`config.mk`:
```
export PLATFORM = sky130hd
export DESIGN_NAME = exu_wb_ctl
export DESIGN_NICKNAME = d
export VERILOG_FILES = /design/src/hw/wb_pkg.sv /design/src/hw/exu_wb_ctl.sv /design/src/hw/longop_done.sv /design/src/hw/w2_port_arb.sv /design/src/hw/w1_port_ctl.sv /design/src/hw/restore_track.sv /design/src/hw/pipe_valid_track.sv /design/src/hw/load_return_stage.sv
export SDC_FILE = /design/constraint.sdc
export NUM_CORES = 1
export LEC_CHECK = 0
export BUFFER_PORTS_ARGS = -buffer_cell sky130_fd_sc_hd__buf_4
export CORE_MARGIN = 2
export CORE_UTILIZATION = 40
export DETAILED_ROUTE_END_ITERATION = 12
export PLACE_DENSITY = 0.76
export SETUP_SLACK_MARGIN = 0.05
export SLEW_MARGIN = 20
export SYNTH_ARGS = -nofsm -noshare
export SYNTH_HDL_FRONTEND = slang
export SYNTH_SLANG_ARGS = --single-unit
```
`constraint.sdc`:
```
create_clock -name clk -period 1.3 [get_ports clk]
set_input_delay 0.065 -clock clk [delete_from_list [all_inputs] [get_ports clk]]
set_output_delay 0.065 -clock clk [all_outputs]
set_load 0.005 [all_outputs]
```
`src/hw/wb_pkg.sv`:
```
// Shared widths, write-target structs and port-select encodings, imported by every writeback block
`default_nettype none

package wb_pkg;

   ////////////////////
   // Sizes
   ////////////////////
   localparam int NUM_THREADS = 4;
   localparam int TID_W       = 2;
   localparam int RD_W        = 5;

   typedef logic [TID_W-1:0]       tid_t;
   typedef logic [RD_W-1:0]        rd_t;
   typedef logic [NUM_THREADS-1:0] thr_mask_t;

   // Target of one register file write
   typedef struct packed {
      tid_t tid;
      rd_t  rd;
   } reg_dest_t;

   ////////////////////
   // Input bundles
   ////////////////////
   typedef struct packed {
      logic      vld;
      reg_dest_t dest;
   } load_ret_t;

   typedef struct packed {
      reg_dest_t dest;
      logic      setcc;
      logic      is_div;
   } muldiv_res_t;

   typedef struct packed {
      logic inst_vld;
      logic kill;
      logic restore;
      logic fill;
      logic rmlop_done;
   } e_ctl_t;

   typedef struct packed {
      logic kill;        // spill/fill trap
      logic trap_kill;   // kills short long-op completion only
   } m_ctl_t;

   ////////////////////
   // Port selects
   ////////////////////
   typedef enum logic [1:0] {
      W1_PIPE,
      W1_LOAD,
      W1_RESTORE
   } w1_src_e;

   typedef enum logic [1:0] {
      G_LOAD,
      G_RESTORE,
      G_MULDIV
   } g_src_e;

endpackage

`default_nettype wire
```
`src/hw/exu_wb_ctl.sv`:
```
// Top of the integer writeback control, connecting valid tracking, load return, restore and port logic
`timescale 1ns/1ps
`default_nettype none

module exu_wb_ctl (
   input  logic                clk,
   input  logic                rst_n,
   input  logic                wen_d,
   input  logic                return_d,
   input  wb_pkg::e_ctl_t      e_ctl,
   input  wb_pkg::reg_dest_t   m_dest,
   input  wb_pkg::m_ctl_t      m_ctl,
   input  logic                inst_vld_w,
   input  logic                flush_w,
   input  wb_pkg::load_ret_t   ld_ret,
   input  logic                ld_miss_g2,
   input  logic                flush_w1,
   input  wb_pkg::tid_t        tid_w1,
   input  logic                muldiv_valid,
   output logic                muldiv_ready,
   input  wb_pkg::muldiv_res_t muldiv_res,
   input  wb_pkg::thr_mask_t   swap_done,
   output wb_pkg::reg_dest_t   w1_dest_m,
   output logic                w1_wen_w,
   output wb_pkg::reg_dest_t   w2_dest_g,
   output logic                w2_wen_w2,
   output logic                setcc_g,
   output wb_pkg::thr_mask_t   longop_done
);

   import wb_pkg::*;

   logic      wb_e;
   logic      wb_m;
   logic      valid_m;
   logic      pipe_wen_w;
   logic      ld_g2;
   logic      ld_wen_g2;
   reg_dest_t ld_dest_g2;
   logic      restore_request;
   logic      restore_wen;
   reg_dest_t restore_dest;
   logic      restore_picked;
   thr_mask_t restore_done_mask;
   logic      short_done_m;
   w1_src_e   w1_src;
   logic      nonpipe_wen_w;
   thr_mask_t muldiv_done;

   pipe_valid_track u_pipe_valid_track (
      .clk, .rst_n, .wen_d, .e_ctl, .m_ctl, .flush_w, .inst_vld_w,
      .wb_e, .wb_m, .valid_m, .pipe_wen_w
   );

   load_return_stage u_load_return_stage (
      .clk, .rst_n, .ld_ret, .ld_miss_g2, .flush_w1, .tid_w1,
      .ld_g2, .ld_wen_g2, .ld_dest_g2
   );

   // M-stage restore flag is for bypass logic outside this unit
   restore_track u_restore_track (
      .clk, .rst_n, .wb_e, .return_d, .e_ctl, .m_dest, .inst_vld_w, .flush_w,
      .restore_picked, .restore_m(), .restore_request, .restore_wen, .restore_dest,
      .restore_done_mask, .short_done_m
   );

   w1_port_ctl u_w1_port_ctl (
      .clk, .rst_n, .wb_m, .valid_m, .m_dest, .ld_g2, .ld_wen_g2, .ld_dest_g2,
      .restore_wen, .restore_dest, .w1_src, .w1_dest_m, .nonpipe_wen_w
   );

   w2_port_arb u_w2_port_arb (
      .clk, .rst_n, .wb_m, .ld_g2, .ld_wen_g2, .ld_dest_g2, .restore_request,
      .restore_wen, .restore_dest, .w1_src, .muldiv_valid, .muldiv_res,
      .muldiv_ready, .w2_dest_g, .w2_wen_w2, .setcc_g, .muldiv_done, .restore_picked
   );

   longop_done u_longop_done (
      .muldiv_done, .restore_done_mask, .short_done_m, .m_dest, .m_ctl, .swap_done,
      .longop_done
   );

   // W1 write from the pipe or from a load/restore picked a cycle earlier
   assign w1_wen_w = pipe_wen_w | nonpipe_wen_w;

endmodule

`default_nettype wire

```
`src/hw/longop_done.sv`:
```
// Merges all long-operation completions into the per-thread done mask sent to fetch
`timescale 1ns/1ps
`default_nettype none

module longop_done (
   input  wb_pkg::thr_mask_t muldiv_done,
   input  wb_pkg::thr_mask_t restore_done_mask,
   input  logic              short_done_m,
   input  wb_pkg::reg_dest_t m_dest,
   input  wb_pkg::m_ctl_t    m_ctl,
   input  wb_pkg::thr_mask_t swap_done,
   output wb_pkg::thr_mask_t longop_done
);

   import wb_pkg::*;

   thr_mask_t short_mask;

   // Short long-ops belong to the thread now in M
   assign short_mask = (short_done_m & ~m_ctl.trap_kill) ?
                       (thr_mask_t'(1) << m_dest.tid) : '0;

   // trap_kill leaves the other sources alone
   assign longop_done = muldiv_done | restore_done_mask | short_mask | swap_done;

endmodule

`default_nettype wire

```
`src/hw/w2_port_arb.sv`:
```
// Arbitrates the W2 port among load, restore and multiply/divide at G, with the muldiv handshake
`timescale 1ns/1ps
`default_nettype none

module w2_port_arb (
   input  logic                clk,
   input  logic                rst_n,
   input  logic                wb_m,
   input  logic                ld_g2,
   input  logic                ld_wen_g2,
   input  wb_pkg::reg_dest_t   ld_dest_g2,
   input  logic                restore_request,
   input  logic                restore_wen,
   input  wb_pkg::reg_dest_t   restore_dest,
   input  wb_pkg::w1_src_e     w1_src,
   input  logic                muldiv_valid,
   input  wb_pkg::muldiv_res_t muldiv_res,
   output logic                muldiv_ready,
   output wb_pkg::reg_dest_t   w2_dest_g,
   output logic                w2_wen_w2,
   output logic                setcc_g,
   output wb_pkg::thr_mask_t   muldiv_done,
   output logic                restore_picked
);

   import wb_pkg::*;

   g_src_e g_src;
   logic   muldiv_xfer;
   logic   w2_wen_g;

   // Load spills to W2 only when the pipe holds W1
   // Restore takes whichever port is left over
   always_comb begin
      if (ld_g2 & wb_m) begin
         g_src = G_LOAD;
      end else if (restore_request & (ld_g2 ^ wb_m)) begin
         g_src = G_RESTORE;
      end else begin
         g_src = G_MULDIV;
      end
   end

   assign muldiv_ready = (g_src == G_MULDIV);
   assign muldiv_xfer  = muldiv_ready & muldiv_valid;

   always_comb begin
      unique case (g_src)
         G_LOAD:    w2_dest_g = ld_dest_g2;
         G_RESTORE: w2_dest_g = restore_dest;
         G_MULDIV:  w2_dest_g = muldiv_res.dest;
         default:   w2_dest_g = muldiv_res.dest;
      endcase
   end

   assign w2_wen_g = ((g_src == G_LOAD) & ld_wen_g2) |
                     ((g_src == G_RESTORE) & restore_wen) |
                     muldiv_xfer;

   ////////////////////
   // Completion
   ////////////////////
   assign setcc_g     = muldiv_xfer & muldiv_res.setcc;
   assign muldiv_done = muldiv_xfer ? (thr_mask_t'(1) << muldiv_res.dest.tid) : '0;

   // Either port may have taken it
   assign restore_picked = restore_request &
                           ((w1_src == W1_RESTORE) | (g_src == G_RESTORE));

   always_ff @(posedge clk) begin
      if (!rst_n) begin
         w2_wen_w2 <= 1'b0;
      end else begin
         w2_wen_w2 <= w2_wen_g;
      end
   end

endmodule

`default_nettype wire

```
`src/hw/w1_port_ctl.sv`:
```
// Picks the W1 write source, muxes its target and registers the load/restore enable into W
`timescale 1ns/1ps
`default_nettype none

module w1_port_ctl (
   input  logic              clk,
   input  logic              rst_n,
   input  logic              wb_m,
   input  logic              valid_m,
   input  wb_pkg::reg_dest_t m_dest,
   input  logic              ld_g2,
   input  logic              ld_wen_g2,
   input  wb_pkg::reg_dest_t ld_dest_g2,
   input  logic              restore_wen,
   input  wb_pkg::reg_dest_t restore_dest,
   output wb_pkg::w1_src_e   w1_src,
   output wb_pkg::reg_dest_t w1_dest_m,
   output logic              nonpipe_wen_w
);

   import wb_pkg::*;

   logic nonpipe_wen_m;

   // Priority is pipe, then load, then restore
   always_comb begin
      if (wb_m) begin
         w1_src = W1_PIPE;
      end else if (ld_g2) begin
         w1_src = W1_LOAD;
      end else begin
         w1_src = W1_RESTORE;
      end
   end

   always_comb begin
      unique case (w1_src)
         W1_PIPE:    w1_dest_m = m_dest;
         W1_LOAD:    w1_dest_m = ld_dest_g2;
         W1_RESTORE: w1_dest_m = restore_dest;
         default:    w1_dest_m = m_dest;
      endcase
   end

   // A live pipe write always owns W1
   assign nonpipe_wen_m = ~valid_m &
                          (((w1_src == W1_LOAD) & ld_wen_g2) |
                           ((w1_src == W1_RESTORE) & restore_wen));

   always_ff @(posedge clk) begin
      if (!rst_n) begin
         nonpipe_wen_w <= 1'b0;
      end else begin
         nonpipe_wen_w <= nonpipe_wen_m;
      end
   end

endmodule

`default_nettype wire

```
`src/hw/restore_track.sv`:
```
// Stages restores from E to W, keeps a pending restore until a port takes it, and flags short long-ops
`timescale 1ns/1ps
`default_nettype none

module restore_track (
   input  logic              clk,
   input  logic              rst_n,
   input  logic              wb_e,
   input  logic              return_d,
   input  wb_pkg::e_ctl_t    e_ctl,
   input  wb_pkg::reg_dest_t m_dest,
   input  logic              inst_vld_w,
   input  logic              flush_w,
   input  logic              restore_picked,
   output logic              restore_m,
   output logic              restore_request,
   output logic              restore_wen,
   output wb_pkg::reg_dest_t restore_dest,
   output wb_pkg::thr_mask_t restore_done_mask,
   output logic              short_done_m
);

   import wb_pkg::*;

   logic return_e;
   logic vld_restore_e;
   logic restore_w;
   logic vld_restore_w;
   logic restore_ready;
   logic restore_ready_next;
   logic short_done_e;

   // Returns switch the window back on their own
   assign vld_restore_e = e_ctl.restore & wb_e & ~return_e & ~e_ctl.fill & e_ctl.inst_vld;

   // Restore without a register write completes right away as a short long-op
   assign short_done_e = (e_ctl.rmlop_done | (e_ctl.restore & ~wb_e & ~return_e)) &
                         e_ctl.inst_vld & ~e_ctl.kill;

   assign vld_restore_w = restore_w & inst_vld_w & ~flush_w;

   ////////////////////
   // Pending restore
   ////////////////////
   assign restore_request    = restore_w | restore_ready;
   assign restore_wen        = vld_restore_w | restore_ready;
   assign restore_ready_next = (vld_restore_w | restore_ready) & ~restore_picked;

   // Done only for a restore that survived W
   assign restore_done_mask = (restore_picked & restore_wen) ?
                              (thr_mask_t'(1) << restore_dest.tid) : '0;

   always_ff @(posedge clk) begin
      if (!rst_n) begin
         return_e      <= 1'b0;
         restore_m     <= 1'b0;
         restore_w     <= 1'b0;
         restore_ready <= 1'b0;
         short_done_m  <= 1'b0;
      end else begin
         return_e      <= return_d;
         restore_m     <= vld_restore_e;
         restore_w     <= restore_m;
         restore_ready <= restore_ready_next;
         short_done_m  <= short_done_e;
      end
   end

   // Target is captured while the restore sits in M
   always_ff @(posedge clk) begin
      if (restore_m) begin
         restore_dest <= m_dest;
      end
   end

endmodule

`default_nettype wire

```
`src/hw/pipe_valid_track.sv`:
```
// Write-valid pipeline from D to W for ALU results, applying each stage's kill
`timescale 1ns/1ps
`default_nettype none

module pipe_valid_track (
   input  logic           clk,
   input  logic           rst_n,
   input  logic           wen_d,
   input  wb_pkg::e_ctl_t e_ctl,
   input  wb_pkg::m_ctl_t m_ctl,
   input  logic           flush_w,
   input  logic           inst_vld_w,
   output logic           wb_e,
   output logic           wb_m,
   output logic           valid_m,
   output logic           pipe_wen_w
);

   logic valid_e;
   logic wb_w;

   // Restores finish late through the restore path, not here
   assign valid_e = wb_e & ~e_ctl.kill & ~e_ctl.restore;

   // Spill/fill trap at M
   assign valid_m = wb_m & ~m_ctl.kill;

   always_ff @(posedge clk) begin
      if (!rst_n) begin
         wb_e <= 1'b0;
         wb_m <= 1'b0;
         wb_w <= 1'b0;
      end else begin
         wb_e <= wen_d;
         wb_m <= valid_e;
         wb_w <= valid_m;
      end
   end

   ////////////////////
   // W stage
   ////////////////////
   // Flush and instruction valid are only known at W
   assign pipe_wen_w = inst_vld_w & wb_w & ~flush_w;

endmodule

`default_nettype wire

```
`src/hw/load_return_stage.sv`:
```
// Holds a returning load for one cycle into G2 and qualifies it against misses and W1 flushes
`timescale 1ns/1ps
`default_nettype none

module load_return_stage (
   input  logic              clk,
   input  logic              rst_n,
   input  wb_pkg::load_ret_t ld_ret,
   input  logic              ld_miss_g2,
   input  logic              flush_w1,
   input  wb_pkg::tid_t      tid_w1,
   output logic              ld_g2,
   output logic              ld_wen_g2,
   output wb_pkg::reg_dest_t ld_dest_g2
);

   logic flush_kill_g2;

   always_ff @(posedge clk) begin
      if (!rst_n) begin
         ld_g2 <= 1'b0;
      end else begin
         ld_g2 <= ld_ret.vld;
      end
   end

   // Target rides along with the valid
   always_ff @(posedge clk) begin
      ld_dest_g2 <= ld_ret.dest;
   end

   // W1 flush only hits the load of the same thread
   assign flush_kill_g2 = flush_w1 & (tid_w1 == ld_dest_g2.tid);
   assign ld_wen_g2     = ld_g2 & ~ld_miss_g2 & ~flush_kill_g2;

endmodule

`default_nettype wire

```
Word level (Yosys, flattened, before mapping)
Cells that the tools add are included.
Cells by class
  bitwise logic cells: 55
  equality and inequality tests: 5
  shifts and indexed selects: 3
  multiplexer cells: 9
  reduce and logical (&&, ||, !) cells: 1
Operators by type and width (count)
  1-bit bitwise AND: 31
  7-bit case mux with 2 select lines: 2
  4-bit 2-to-1 mux: 3
  1-bit inverter: 12
  4-bit bitwise OR: 3
  1-bit by 2-bit left shift with 4-bit output (first input constant): 3
  2-bit 2-to-1 mux: 4
  1-bit bitwise OR: 8
  2-bit by 1-bit equality test with 1-bit output (second input constant): 2
  2-bit equality test (second input constant): 2
  2-bit equality test: 1
  2-bit zero test: 1
  1-bit bitwise XOR: 1
Word-level totals
  input port bits: 46
  output and inout bits: 22
  word-level logic and storage cells: 88
  register bits after elaboration: 25

Depth between registers and ports, before layout
  depth in word-level cells: 12
  depth in mapped cells: 6
  mapped depth without buffers: 5

Hierarchy
A second synthesis with hierarchy kept.
Second synthesis, totals
  cell total of the unflattened synthesis: 134
  area total of the unflattened synthesis: 1327.5 um2
Modules (own cells, without submodules)
  restore_track: area each 471.7 um2, cells an instance 33, seq. area each 310.3 um2, times used 1
  w2_port_arb: area each 282.8 um2, cells an instance 41, seq. area each 20.0 um2, times used 1
  w1_port_ctl: area each 202.7 um2, cells an instance 28, seq. area each 20.0 um2, times used 1
  load_return_stage: area each 196.4 um2, cells an instance 13, seq. area each 160.2 um2, times used 1
  pipe_valid_track: area each 102.6 um2, cells an instance 8, seq. area each 60.1 um2, times used 1
  longop_done: area each 65.1 um2, cells an instance 10, seq. area each 0.0 um2, times used 1
  exu_wb_ctl: area each 6.3 um2, cells an instance 1, seq. area each 0.0 um2, times used 1

Worst setup path after synthesis
No wires, ideal clock.
  path type: flip-flop to flip-flop
  from: register u_load_return_stage.ld_g2
  to: register u_w2_port_arb.w2_wen_w2
  period minus slack after synthesis: 1.357 ns
  required time: 1.178 ns
  arrival: 1.235 ns
  library setup time: 0.122 ns
  stages on the path, launching flop included: 6
  buffers on the path: 0
  slack: -0.057 ns
  cell sequence: dfxtp_1 -> inv_1 -> ha_1 -> nor2b_1 -> o211a_1 -> a311o_1
On the way
  word-level cells in the longest chain between the ends: 8
  elaborated cells between the ends (all ways): 15
  classes of those cells: eq/ne: 2; mux: 2; bitwise: 10; reduce/logical: 1
Ends and longest elaborated chain
  from (decl): line load_return_stage.sv:12  | output logic ld_g2,
  from (signal assigned): line load_return_stage.sv:23  | ld_g2 <= ld_ret.vld;
  1-bit bitwise XOR: line w2_port_arb.sv:37  | end else if (restore_request & (ld_g2 ^ wb_m)) begin
  1-bit bitwise AND: line w2_port_arb.sv:37
  2-bit 2-to-1 mux: line w2_port_arb.sv:37
  2-bit 2-to-1 mux: line w2_port_arb.sv:35  | if (ld_g2 & wb_m) begin
  2-bit by 1-bit equality test with 1-bit output / 2-bit zero test (equally long branches): line w2_port_arb.sv:57, w2_port_arb.sv:56
  1-bit bitwise AND, on equally long branches: line w2_port_arb.sv:57, w2_port_arb.sv:56
  1-bit bitwise OR: line w2_port_arb.sv:56  | assign w2_wen_g = ((g_src == G_LOAD) & ld_wen_g2) |
  1-bit bitwise OR *: line w2_port_arb.sv:57  | ((g_src == G_RESTORE) & restore_wen) |
  to (signal assigned): line w2_port_arb.sv:74  | w2_wen_w2 <= w2_wen_g;
  to (decl): line w2_port_arb.sv:20  | output logic w2_wen_w2,
Every way passes the cells marked *; elsewhere a longest branch is shown, timed or not.
A chain may end at the register's enable or synchronous reset.

Worst setup path after layout
  from: register u_pipe_valid_track.wb_m
  to: output longop_done[2]
On the way
  word-level cells in the longest chain between the ends: 12
  elaborated cells between the ends (all ways): 18
  classes of those cells: eq/ne: 3; mux: 5; bitwise: 10
Ends and longest elaborated chain
  from (decl): line pipe_valid_track.sv:14  | output logic wb_m,
  from (signal assigned): line pipe_valid_track.sv:35  | wb_m <= valid_e;
  1-bit bitwise XOR: line w2_port_arb.sv:37
  1-bit bitwise AND: line w2_port_arb.sv:37
  2-bit 2-to-1 mux: line w2_port_arb.sv:37
  2-bit 2-to-1 mux: line w2_port_arb.sv:35
  2-bit by 1-bit equality test with 1-bit output: line w2_port_arb.sv:68  | ((w1_src == W1_RESTORE) | (g_src == G_RESTORE));
  1-bit bitwise OR: line w2_port_arb.sv:68
  1-bit bitwise AND: line w2_port_arb.sv:67  | assign restore_picked = restore_request &
  1-bit bitwise AND: line restore_track.sv:50  | assign restore_done_mask = (restore_picked & restore_wen) ?
  4-bit 2-to-1 mux: line restore_track.sv:50
  4-bit bitwise OR * (3 in series): line longop_done.sv:24  | assign longop_done = muldiv_done | restore_done_mask | short_mask | swap_done;
  to (decl): line exu_wb_ctl.sv:28  | output wb_pkg::thr_mask_t longop_done
Marks and branches as above.

==> impl_metrics.ini <==
[status]
status = finished with violations
violations = setup timing

[finish]
nets = 287
instances_no_fill = 281
final_core_util_pct = 74.8
fin_area_mm2 = 0.00227
n_antenna_cell = 0
area_delta_synth_final_pct = 78.8
layout-drive-gt1-share_pct = 45.6
nFillCells = 226

[floorplanning]
die_area_mm2 = 0.00363
start_util_pct = 41.9
dieHeight_um = 60.3
ios = 68
num_rows = 20
design.core.area_mm2 = 0.00303
die_w_um = 60.3

[setup_path]
crit_family = compound AO/OA/AOI/OAI gates
reg2reg_depth = 7
path_class = flop to output port
crit_path_start = u_pipe_valid_track.wb_m$_SDFF_PN0_
critPathBufInv = 2
max_stage_delay_ps = 370
crit_path_end = longop_done[2]
path_cells = inv_2, ha_4, nor2b_4, o221ai_1, o311ai_2, buf_4
endpoint_kind = output port
r2r_start = u_load_return_stage.ld_g2$_SDFF_PN0_
crit_fanout = 4
startpoint_type = flop
r2r-end = u_w2_port_arb.w2_wen_w2$_SDFF_PN0_
cp_slowest_cell = dfxtp_2
required_ps = 1240
cp.arrival_ps = 1670
path_depth = 6
r2r_setup_slack_ps = -300

[clock_tree]
cts-root-buf = clkbuf_4
clockBufferDepth = 2
cts_tree = done
clkTransAtPathRegs_ps = 130
tritoncts.num_buffers = 3
cts.sinks = 25
clk_latency_ps = 320
cts_max_level = 1

[synth]
synth_top_cell_area_share_pct = 28.4
muxShareOfSynthArea_pct = 5.53
synth-seq-cells = 25
synthCells = 136
synth-simple-area-share_pct = 21.8
yosysTopAreaCell = dfxtp_1
ys_seq_area_share_pct = 45.0
ys_async_sr_fraction_pct = 0
synth-edff-count = 7
yosys_warnings = 0
syn_area_mm2 = 0.00127
syn_nets = 185
ys.flop_type = dfxtp_1
synthTopCellsByArea = dfxtp_1 28%, edfxtp_1 17%, nand2_1 7.1%
synth_top_family_by_area = simple AND/OR/NAND/NOR gates
avgSynthCellArea_um2 = 9.32
ys_types = 36
synthAdderAreaFrac_pct = 2.96
synth_compound_area_share_pct = 17.9
synth-xor-area-share_pct = 1.38

[routing]
drc = 0
firstDrtPassIters = 4
wl_um = 4140
via_per_inst = 5.19
drt-wirelength-per-cell_um = 14.7
antenna_left = 0
vias = 1458
drt_iter0_markers = 75

[global_routing]
groute.usage.overall_pct = 23.1
first_global_vias = 1409
grt_pass1_wl_um = 6150
antenna_found_initial = 0
overflow = 0
grt_max_degree = 15

[placement]
pre_cts_ws_ps = -152
placed_area_mm2 = 0.00189
port_buffers = 66
dp_hpwl_um = 2770
routabilityCongestion = 0.812
dp.cells = 249

[pwr]
peakVddDrop_uv = 506
p_total_mw = 1.58
p_leak_nw = 1.06
power.density_mw_per_mm2 = 699

[timing]
holdWs_ps = 30.9
final.setup.worst_slack_ps = -440
setup_viol = 22
max_clock_freq_mhz = 575
tightest_slew_ps = 373
grt_setup_unrepaired = true
fin_crit_sh_pct = 134
fin_tns_setup_ps = -7840
skew_ps = 5.24
period_needed_ps = 1740
maxSlewViolCount = 0
slew_headroom_pct = 75.1
finalHoldViolations = 0

[worst_hold_path]
hold_class = primary input to flop

[run]
max_cap_viol_count = 0
[per-layer routing]
layer  part of all wire [%]  wire, µm  up-vias  GRT usage (%)
met5                      0         0        -              0
met4                    1.7        72        0           11.4
met3                    5.7       236        9           2.38
met2                     55      2270       66           41.5
met1                     38      1560      686           26.9
li1                       -         -      697              -
[worst min-delay path: stages]
cell and delay [ps]:
buf_4 70, nand2b_1 130, nor2_1 50
[Yosys cell counts (3+ instances only)]
library cell / instances
nand4_1: 3
clkbuf_1: 3
nor2b_1: 5
o21ai_1: 6
nor2_1: 6
nand2_1: 24
a31oi_1: 5
a22oi_1: 7
ha_1: 3
and2_1: 4
mux2i_1: 7
o221ai_1: 3
dfxtp_1: 18
inv_1: 8
edfxtp_1: 7
[cell type report]
type | instances | area [µm²] | area share [%]
clock buffer | 3 | 22.5 | 0.994
inverter | 8 | 30.0 | 1.33
tap | 44 | 55.1 | 2.43
multi-input combinational | 98 | 727 | 32.1
timing repair buffer | 102 | 850 | 37.5
sequential | 25 | 577 | 25.5
clock inverter | 1 | 5.00 | 0.221
[placed cells by master, fill, tap and decap left out, types with 6 or more instances in the layout]
cell | Yosys | routed
inv_1 | 8 | 6
dlygate4sd3_1 | 0 | 22
nand2_1 | 24 | 23
o21ai_1 | 6 | 7
buf_4 | 0 | 77
dfxtp_1 | 18 | 15
mux2i_1 | 7 | 7
edfxtp_1 | 7 | 7
[registers in the layout, summed over array words and instances, names as in the netlist]
signal	count
u_restore_track.restore_dest	7
u_pipe_valid_track.wb_m	1
u_restore_track.restore_m	1
u_load_return_stage.ld_g2	1
u_load_return_stage.ld_dest_g2	7
u_restore_track.restore_ready	1
u_w2_port_arb.w2_wen_w2	1
u_restore_track.restore_w	1
u_restore_track.return_e	1
u_restore_track.short_done_m	1
u_pipe_valid_track.wb_w	1
u_pipe_valid_track.wb_e	1
u_w1_port_ctl.nonpipe_wen_w	1
[power breakdown]
part / total [mW] / switching (mW) / leakage (nW) / internal (mW)
clock network: 0.343 / 0.228 / 0.0177 / 0.115
registers: 0.839 / 0.0179 / 0.214 / 0.821
logic: 0.402 / 0.146 / 0.825 / 0.257
[kinds of logic after synthesis]
logic type / after synthesis
flip-flops: 25
AND/OR/NAND/NOR: 53
adder cells (fa/ha/maj): 3
AO/OA/AOI/OAI: 32
buffers and inverters: 14
XOR/XNOR: 2
multiplexers: 7
[worst min path at each step]
stage / end / startpoint / cells past startpoint
final: u_pipe_valid_track.wb_w$_SDFF_PN0_ / m_ctl[1] / 3
after detailed placement: u_load_return_stage.ld_dest_g2[4]$_DFF_P_ / ld_ret[4] / 1
after global routing: u_pipe_valid_track.wb_w$_SDFF_PN0_ / m_ctl[1] / 3
after floorplan: u_load_return_stage.ld_dest_g2[0]$_DFF_P_ / ld_ret[0] / 0
after global placement: u_load_return_stage.ld_dest_g2[2]$_DFF_P_ / ld_ret[2] / 1
after CTS: u_restore_track.short_done_m$_SDFF_PN0_ / e_ctl[0] / 3
[what timing repair did]
item / 4_1_cts / 5_1_grt
pin swaps: 4 / 3
gates resized for setup: 5 / 13
endpoints found under the hold margin: 21 / 0
buffers inserted: 2 / 3
setup endpoints to repair: 21 / 23
hold buffers: 22 / 0
gates cloned: 1 / 0
Note: power is estimated with default switching activity, not from simulation.
